==> src/design/cache_pkg.sv <==
`default_nettype none

package cache_pkg;

    // Physical address
    localparam int paddr_w = 15;

    // Bits below the set index (byte within the line)
    localparam int offset_w = 5;

    // Associativity
    localparam int ways = 4;

    // Line data, and the bit mask for masked writes
    localparam int line_w = 128;

    // Pending transaction ID from the MSHR
    localparam int id_w = 7;

    // LRU age per way, 0 is most recent
    localparam int age_w = 2;

endpackage

`default_nettype wire

==> src/design/cache_stage1.sv <==
`timescale 1ns/100ps
`default_nettype none

module cache_stage1 #(
    parameter int sets = 4
) (
    input  logic                          clk,
    input  logic                          rst,

    input  logic                          valid_in,
    input  logic                          r,
    input  logic                          w,
    input  logic                          from_bus,
    input  logic                          pcd_in,
    input  logic [cache_pkg::paddr_w-1:0] paddr_in,
    input  logic [cache_pkg::id_w-1:0]    ptc_id_in,
    input  logic [cache_pkg::line_w-1:0]  data_in,
    input  logic [cache_pkg::line_w-1:0]  mask_in,

    // From MSHR and serializers
    input  logic                          mshr_full,
    input  logic                          ser0_full,
    input  logic                          ser1_full,

    output logic                          hit,
    output logic                          miss,
    output logic                          stall,
    output logic                          ex_clr,
    output logic                          ex_wb,
    output logic [cache_pkg::paddr_w-1:0] ext_address,

    output logic                          valid_out,
    output logic                          read,
    output logic [cache_pkg::line_w-1:0]  cache_line
);

    localparam int idx_w = $clog2(sets);
    localparam int tag_w = cache_pkg::paddr_w - cache_pkg::offset_w - idx_w;

    logic [idx_w-1:0] index;
    logic [tag_w-1:0] tag;
    logic [tag_w-1:0] victim_tag;

    logic [cache_pkg::ways-1:0] tag_match;
    logic [cache_pkg::ways-1:0] hit_vec;
    logic [cache_pkg::ways-1:0] fill_vec;
    logic [cache_pkg::ways-1:0] valid_bits;
    logic [cache_pkg::ways-1:0] dirty_bits;
    logic [cache_pkg::ways-1:0] lock_bits;
    logic [cache_pkg::ways-1:0] victim_way;
    logic [cache_pkg::ways-1:0] data_way;
    logic [cache_pkg::ways*cache_pkg::age_w-1:0] ages;

    logic victim_dirty;
    logic all_locked;
    logic lookup;
    logic fill;
    logic alloc_we;
    logic write_hit;
    logic stall_cond;

    assign index = paddr_in[cache_pkg::offset_w +: idx_w];
    assign tag   = paddr_in[cache_pkg::paddr_w-1 -: tag_w];

    // Fills come from the bus, everything else is a lookup
    assign lookup = valid_in & ~from_bus;
    assign fill   = valid_in & from_bus;

    assign hit_vec  = tag_match & valid_bits;
    assign fill_vec = tag_match & lock_bits;

    assign hit  = lookup & ~pcd_in & (|hit_vec);
    assign miss = lookup & ~hit;

    // ser1 takes every miss, ser0 only the victim writeback
    assign stall_cond = mshr_full | ser1_full | all_locked |
                        (ser0_full & victim_dirty & ~pcd_in);
    assign stall  = miss & stall_cond;
    assign ex_clr = miss & ~stall;
    assign ex_wb  = ex_clr & ~pcd_in & victim_dirty;

    assign ext_address = {victim_tag, index, {cache_pkg::offset_w{1'b0}}};

    // Uncached misses skip allocation
    assign alloc_we  = ex_clr & ~pcd_in;
    assign write_hit = hit & w;
    assign data_way  = fill ? fill_vec : hit_vec;

    tag_store #(
        .sets(sets)
    ) u_tags (
        .clk        (clk),
        .rst        (rst),
        .index      (index),
        .tag_in     (tag),
        .tag_we     (alloc_we),
        .tag_way    (victim_way),
        .victim_way (victim_way),
        .tag_match  (tag_match),
        .victim_tag (victim_tag)
    );

    meta_store #(
        .sets(sets)
    ) u_meta (
        .clk        (clk),
        .rst        (rst),
        .index      (index),
        .hit_we     (hit),
        .hit_way    (hit_vec),
        .write_hit  (write_hit),
        .alloc_we   (alloc_we),
        .alloc_way  (victim_way),
        .alloc_id   (ptc_id_in),
        .fill_we    (fill),
        .fill_way   (fill_vec),
        .valid_bits (valid_bits),
        .dirty_bits (dirty_bits),
        .lock_bits  (lock_bits),
        .ages       (ages),
        .pending_id ()
    );

    way_select u_victim (
        .valid_bits   (valid_bits),
        .dirty_bits   (dirty_bits),
        .lock_bits    (lock_bits),
        .ages         (ages),
        .victim_way   (victim_way),
        .victim_dirty (victim_dirty),
        .all_locked   (all_locked)
    );

    data_store #(
        .sets(sets)
    ) u_data (
        .clk        (clk),
        .rst        (rst),
        .index      (index),
        .way        (data_way),
        .write_en   (write_hit),
        .fill_en    (fill),
        .data_in    (data_in),
        .mask_in    (mask_in),
        .read_en    (hit | fill),
        .cache_line (cache_line)
    );

    always_ff @(posedge clk) begin
        if (rst) begin
            valid_out <= 1'b0;
            read      <= 1'b0;
        end else begin
            valid_out <= valid_in & ~stall;
            read      <= hit & r;
        end
    end

endmodule

`default_nettype wire

==> src/design/data_store.sv <==
`timescale 1ns/100ps
`default_nettype none

module data_store #(
    parameter int sets = 4
) (
    input  logic                         clk,
    input  logic                         rst,
    input  logic [$clog2(sets)-1:0]      index,
    input  logic [cache_pkg::ways-1:0]   way,
    input  logic                         write_en,
    input  logic                         fill_en,
    input  logic [cache_pkg::line_w-1:0] data_in,
    input  logic [cache_pkg::line_w-1:0] mask_in,
    input  logic                         read_en,
    output logic [cache_pkg::line_w-1:0] cache_line
);

    logic [cache_pkg::line_w-1:0] lines [sets][cache_pkg::ways];
    logic [cache_pkg::line_w-1:0] cur_line;
    logic [cache_pkg::line_w-1:0] next_line;

    always_comb begin
        cur_line = '0;
        for (int i = 0; i < cache_pkg::ways; i++) begin
            if (way[i]) begin
                cur_line = lines[index][i];
            end
        end
    end

    // Masked merge for a write, whole line for a fill
    always_comb begin
        if (write_en) begin
            next_line = (cur_line & ~mask_in) | (data_in & mask_in);
        end else if (fill_en) begin
            next_line = data_in;
        end else begin
            next_line = cur_line;
        end
    end

    always_ff @(posedge clk) begin
        if (write_en || fill_en) begin
            for (int i = 0; i < cache_pkg::ways; i++) begin
                if (way[i]) begin
                    lines[index][i] <= next_line;
                end
            end
        end
    end

    always_ff @(posedge clk) begin
        if (rst || !read_en) begin
            cache_line <= '0;
        end else begin
            cache_line <= next_line;
        end
    end

endmodule

`default_nettype wire

==> src/design/meta_store.sv <==
`timescale 1ns/100ps
`default_nettype none

module meta_store #(
    parameter int sets = 4
) (
    input  logic                                          clk,
    input  logic                                          rst,
    input  logic [$clog2(sets)-1:0]                       index,
    input  logic                                          hit_we,
    input  logic [cache_pkg::ways-1:0]                    hit_way,
    input  logic                                          write_hit,
    input  logic                                          alloc_we,
    input  logic [cache_pkg::ways-1:0]                    alloc_way,
    input  logic [cache_pkg::id_w-1:0]                    alloc_id,
    input  logic                                          fill_we,
    input  logic [cache_pkg::ways-1:0]                    fill_way,
    output logic [cache_pkg::ways-1:0]                    valid_bits,
    output logic [cache_pkg::ways-1:0]                    dirty_bits,
    output logic [cache_pkg::ways-1:0]                    lock_bits,
    output logic [cache_pkg::ways*cache_pkg::age_w-1:0]   ages,
    output logic [cache_pkg::id_w-1:0]                    pending_id
);

    logic [cache_pkg::ways-1:0]  valid_q [sets];
    logic [cache_pkg::ways-1:0]  dirty_q [sets];
    logic [cache_pkg::ways-1:0]  lock_q [sets];
    logic [cache_pkg::id_w-1:0]  pid_q [sets][cache_pkg::ways];
    logic [cache_pkg::age_w-1:0] age_q [sets][cache_pkg::ways];

    logic [cache_pkg::age_w-1:0]          hit_age;
    logic [(1 << cache_pkg::age_w)-1:0]   age_seen;

    assign valid_bits = valid_q[index];
    assign dirty_bits = dirty_q[index];
    assign lock_bits  = lock_q[index];

    always_comb begin
        hit_age    = '0;
        pending_id = '0;
        age_seen   = '0;
        for (int i = 0; i < cache_pkg::ways; i++) begin
            ages[i*cache_pkg::age_w +: cache_pkg::age_w] = age_q[index][i];
            age_seen[age_q[index][i]] = 1'b1;
            if (hit_way[i]) begin
                hit_age = age_q[index][i];
            end
            if (fill_way[i]) begin
                pending_id = pid_q[index][i];
            end
        end
    end

    always_ff @(posedge clk) begin
        if (rst) begin
            for (int s = 0; s < sets; s++) begin
                valid_q[s] <= '0;
                dirty_q[s] <= '0;
                lock_q[s]  <= '0;
                // Way n starts at age n
                for (int i = 0; i < cache_pkg::ways; i++) begin
                    age_q[s][i] <= i[cache_pkg::age_w-1:0];
                end
            end
        end else begin
            if (hit_we) begin
                for (int i = 0; i < cache_pkg::ways; i++) begin
                    if (hit_way[i]) begin
                        age_q[index][i] <= '0;
                    end else if (age_q[index][i] < hit_age) begin
                        age_q[index][i] <= age_q[index][i] + 1'b1;
                    end
                end
                if (write_hit) begin
                    dirty_q[index] <= dirty_q[index] | hit_way;
                end
            end
            // Allocation locks the way until its fill returns
            if (alloc_we) begin
                valid_q[index] <= valid_q[index] & ~alloc_way;
                dirty_q[index] <= dirty_q[index] & ~alloc_way;
                lock_q[index]  <= lock_q[index] | alloc_way;
                for (int i = 0; i < cache_pkg::ways; i++) begin
                    if (alloc_way[i]) begin
                        pid_q[index][i] <= alloc_id;
                    end
                end
            end
            if (fill_we) begin
                valid_q[index] <= valid_q[index] | fill_way;
                dirty_q[index] <= dirty_q[index] & ~fill_way;
                lock_q[index]  <= lock_q[index] & ~fill_way;
            end
        end
    end

    // Ages of the addressed set stay a permutation
    age_perm_a: assert property (
        @(posedge clk) disable iff (rst) &age_seen
    );

    // A returning fill must land on a way allocated by an earlier miss
    fill_locked_a: assert property (
        @(posedge clk) disable iff (rst) fill_we |-> |(fill_way & lock_q[index])
    );

endmodule

`default_nettype wire

==> src/design/tag_store.sv <==
`timescale 1ns/100ps
`default_nettype none

module tag_store #(
    parameter int sets = 4
) (
    input  logic                                     clk,
    input  logic                                     rst,
    input  logic [$clog2(sets)-1:0]                  index,
    input  logic [cache_pkg::paddr_w-cache_pkg::offset_w-$clog2(sets)-1:0] tag_in,
    input  logic                                     tag_we,
    input  logic [cache_pkg::ways-1:0]               tag_way,
    input  logic [cache_pkg::ways-1:0]               victim_way,
    output logic [cache_pkg::ways-1:0]               tag_match,
    output logic [cache_pkg::paddr_w-cache_pkg::offset_w-$clog2(sets)-1:0] victim_tag
);

    localparam int idx_w = $clog2(sets);
    localparam int tag_w = cache_pkg::paddr_w - cache_pkg::offset_w - idx_w;

    logic [tag_w-1:0] tags [sets][cache_pkg::ways];

    always_ff @(posedge clk) begin
        if (rst) begin
            for (int s = 0; s < sets; s++) begin
                for (int i = 0; i < cache_pkg::ways; i++) begin
                    tags[s][i] <= '0;
                end
            end
        end else if (tag_we) begin
            for (int i = 0; i < cache_pkg::ways; i++) begin
                if (tag_way[i]) begin
                    tags[index][i] <= tag_in;
                end
            end
        end
    end

    // Parallel compare over the set, plus old tag of the victim
    always_comb begin
        victim_tag = '0;
        for (int i = 0; i < cache_pkg::ways; i++) begin
            tag_match[i] = (tags[index][i] == tag_in);
            if (victim_way[i]) begin
                victim_tag = tags[index][i];
            end
        end
    end

    // Victim choice upstream must give exactly one way to allocate
    tag_way_onehot_a: assert property (
        @(posedge clk) disable iff (rst) tag_we |-> $onehot(tag_way)
    );

endmodule

`default_nettype wire

==> src/design/way_select.sv <==
`timescale 1ns/100ps
`default_nettype none

module way_select (
    input  logic [cache_pkg::ways-1:0]                  valid_bits,
    input  logic [cache_pkg::ways-1:0]                  dirty_bits,
    input  logic [cache_pkg::ways-1:0]                  lock_bits,
    input  logic [cache_pkg::ways*cache_pkg::age_w-1:0] ages,
    output logic [cache_pkg::ways-1:0]                  victim_way,
    output logic                                        victim_dirty,
    output logic                                        all_locked
);

    logic [cache_pkg::ways-1:0]  free_ways;
    logic [cache_pkg::age_w-1:0] best_age;
    logic                        found;

    assign free_ways  = ~valid_bits & ~lock_bits;
    assign all_locked = &lock_bits;

    always_comb begin
        victim_way = '0;
        best_age   = '0;
        found      = 1'b0;

        // Lowest free way first
        for (int i = 0; i < cache_pkg::ways; i++) begin
            if (free_ways[i] && !found) begin
                victim_way[i] = 1'b1;
                found         = 1'b1;
            end
        end

        // Otherwise oldest unlocked way
        if (!found) begin
            for (int i = 0; i < cache_pkg::ways; i++) begin
                if (!lock_bits[i] &&
                    (!found || ages[i*cache_pkg::age_w +: cache_pkg::age_w] > best_age)) begin
                    victim_way    = '0;
                    victim_way[i] = 1'b1;
                    best_age      = ages[i*cache_pkg::age_w +: cache_pkg::age_w];
                    found         = 1'b1;
                end
            end
        end
    end

    // Writeback needed only for a valid dirty victim
    assign victim_dirty = |(victim_way & valid_bits & dirty_bits);

endmodule

`default_nettype wire

==> config.mk <==
export PLATFORM = sky130hd
export DESIGN_NAME = cache_stage1
export DESIGN_NICKNAME = d
export VERILOG_FILES = /design/src/design/cache_pkg.sv /design/src/design/cache_stage1.sv /design/src/design/data_store.sv /design/src/design/meta_store.sv /design/src/design/tag_store.sv /design/src/design/way_select.sv
export SDC_FILE = /design/constraint.sdc
export NUM_CORES = 2
export LEC_CHECK = 0
export BUFFER_PORTS_ARGS = -buffer_cell sky130_fd_sc_hd__buf_2
export CAP_MARGIN = 20
export CORE_ASPECT_RATIO = 2
export CORE_MARGIN = 8
export CORE_UTILIZATION = 53
export DETAILED_ROUTE_END_ITERATION = 8
export GPL_ROUTABILITY_DRIVEN = 0
export PLACE_DENSITY_LB_ADDON = 0.08
export SLEW_MARGIN = 20
export SYNTH_ARGS = -nofsm -noshare
export SYNTH_HDL_FRONTEND = slang
export SYNTH_SLANG_ARGS = --single-unit
==> constraint.sdc <==
create_clock -name clk -period 11.9 [get_ports clk]
set_input_delay 1.19 -clock clk [delete_from_list [all_inputs] [get_ports clk]]
set_output_delay 1.19 -clock clk [all_outputs]
set_load 0.05 [all_outputs]
==> qor.yml <==
status: "complete, no violations"
vias: 53300
clock-sinks: 2386
tritoncts: "built"
grt_max_degree: 135
yosysWarnings: 0
grt_pass1_wl_um: 389000
required_ns: 10.71
antenna_found_initial: 32
p_switching_mw: 3.60
clockBufferDepth: 4
worst_pin_slew_ns: 1.10
path_clk_slew_ns: 0.06
start_util: 0.533
critPathCaptureType: "output port"
critPathArrivalTime_ns: 8.86
routed_via_density: 6.61
core_area_mm2: 0.182
root_buffer: "clkbuf_16"
portBuffers: 420
areaGrowthSynthToFinish_pct: 12.3
finalClockSkew_ns: 0.0313
synth_mux_area_frac: 0.131
max-slew-margin-rel: 0.257
min-delay-path-class: "in2reg"
synthFlopType: "edfxtp_1"
swShare: 0.213
synth-seq-cells: 2386
grt_overflow_total: 0
ys_types: 80
yosys.area_share.adder: 0.00142
drt_iter0_drc: 5386
setup_viol: 0
post-route-period-util: 0.845
synth_top_family_by_area: "multiplexers"
antenna_left: 0
worstPathMaxFanout: 76
synth-edff-count: 2256
drt-total-wl_um: 270000
drtPass1Iterations: 6
wl_per_cell_um: 33.5
p_seq_frac: 0.545
numCtsBuffers: 206
start_kind: "primary input"
postSynth.asyncResetShare: 0
die_h_um: 622
period_minus_slack_ns: 10.05
post_cts_buffers: 0
power_density_mw_per_mm2: 155
hold_buffers: 0
seq_area_frac_synth: 0.723
slew_viol_final: 0
path_class: "in2out"
hold_slack_ns: 0.598
synthXorXnorAreaFrac: 0.00306
hold_viol: 0
fillCellCount: 13400
fin_tns_setup_ns: 0
p_leak_nw: 35.6
drc_errors: 0
dpl.hpwl_um: 141000
final_nets: 5845
ir_drop_v: 0.000137
max-cap-violations: 0
die_w_um: 319
power_frac_comb: 0.056
drive_gt1_frac: 0.282
grt_util_all_layers: 0.267
htree_levels: 4
clock.fmax_mhz: 99.5
p_clk_frac: 0.398
synthSimpleGateAreaFrac: 0.0362
io_pins: 438
rsz0062_at_grt: "false"
syn_area_mm2: 0.0972
synth-compound-area-share: 0.0815
rows: 222
intPower_mw: 13.3
dieArea_mm2: 0.198
insertion_delay_ns: 0.84
synth_cells: 5161
syn_area_per_cell_um2: 18.8
grt_pass1_vias: 55500
cts_resized: 0
==> final cells by class <==
| class | instances | area, um^2 | area share |
|---|---|---|---|
| Sequential cell | 2386 | 70300 | 0.644 |
| Multi-Input combinational cell | 2246 | 25400 | 0.232 |
| Clock inverter | 88 | 905 | 0.00828 |
| Timing Repair Buffer | 562 | 3330 | 0.0305 |
| Antenna cell | 10 | 25.0 | 0.000229 |
| Inverter | 144 | 541 | 0.00495 |
| Clock buffer | 282 | 5750 | 0.0526 |
| Tap cell | 2352 | 2940 | 0.0269 |
==> state kept, by name, summed over array words and instances, names as in the netlist <==
register           flops
read                   1
u_data.cache_line    128
u_data.lines        2048
u_meta.age_q          32
u_meta.dirty_q        16
u_meta.lock_q         16
u_meta.valid_q        16
u_tags.tags          128
valid_out              1
==> cell families after synthesis <==
logic type                 Yosys count
DFF                               2386
AOI/OAI and AO/OA                 1025
and+or+nand+nor                    601
muxes                              570
buffers and inverters              533
xor gates and xnor gates            34
adders and majority gates           11
other                                1
==> power by group through the flow <==
stage,logic [mW],clock network [mW],registers [mW]
2_1_floorplan,0.601,0,9.44
3_3_place_gp,0.917,0,9.42
3_5_place_dp,0.937,0,9.42
4_1_cts,0.939,6.86,9.24
5_1_grt,1.02,7.12,9.23
6_report,0.953,6.74,9.23
==> stage by stage <==
stage	std cells	cell area (um^2)	utilization	setup slack (ns)	power, mW
4_1_cts	8059	109000	0.596	2.04	17.0
3_5_place_dp	7689	102000	0.560	2.05	10.4
2_1_floorplan	5165	97300	-	2.06	10.0
5_1_grt	8062	109000	0.598	1.30	17.4
6_report	8070	109000	0.598	1.85	16.9
3_3_place_gp	7686	102000	0.559	2.10	10.3
==> path summary, 6_finish.rpt <==
check                                                   start  cells past startpoint  slack (ns)                               end
worst max-delay path                              paddr_in[5]                     26        1.85                             ex_wb
worst min-delay path                                        r                      2        0.60                   read$_SDFF_PP0_
worst max register to register  u_meta.lock_q[3][1]$_DFFE_PP_                     24        3.72  u_tags.tags[0][19]$_SDFFCE_PN0P_
worst min register to register  u_data.lines[2][14]$_DFFE_PP_                      4        0.97  u_data.cache_line[14]$_SDFF_PP0_
==> worst max-delay path, stage by stage <==
cell	delay, ns
buf_8	0.54
mux4_2	0.73
o22ai_1	0.41
o31ai_1	0.16
and2_1	0.21
nand2_1	0.10
ha_1	0.24
nor2b_1	0.13
o21ai_0	0.34
a21oi_1	0.18
a2bb2oi_1	0.26
ha_1	0.28
nor2b_1	0.13
o21ai_0	0.32
a21o_1	0.19
o31ai_1	0.12
o21a_1	0.21
ha_1	0.30
nor2b_1	0.13
o21ai_0	0.39
a31oi_1	0.28
nor3_1	0.51
a22o_1	0.55
nand2_1	0.09
a21oi_1	0.33
buf_2	0.34
==> per-layer routing <==
metal  vias to the layer above  wire length (um)  share of wire  track usage
li1                      21900                 -              -            -
met1                     28500            102000           0.38        0.346
met2                      2431            139000           0.51        0.465
met3                       476             20800          0.077       0.0446
met4                        34              8290          0.031       0.0796
met5                         -               224        0.00083            0
==> placed cells by master (no fill, tap or decap), types with 81 or more instances in the layout <==
cell type,count
inv_1,143
o21a_1,133
a211oi_1,128
a31oi_1,145
buf_2,419
a2bb2oi_2,83
edfxtp_1,2256
a21boi_0,128
dfxtp_1,130
buf_4,129
and2_1,263
o31ai_1,134
nand2_1,94
clkbuf_16,210
mux4_2,562
a221oi_1,81
==> Yosys cell counts (all sizes together) (128+ instances only) <==
cell	n	area share
edfxtp	2256	0.70
mux4	562	0.13
and2	264	0.017
clkbuf	259	0.010
a31oi	165	0.011
inv	144	0.0056
o31ai	134	0.010
o21a	133	0.010
buf	130	0.0078
dfxtp	130	0.027
a211oi	128	0.0099
a21boi	128	0.0099
Power figures use the tool's default switching activity.
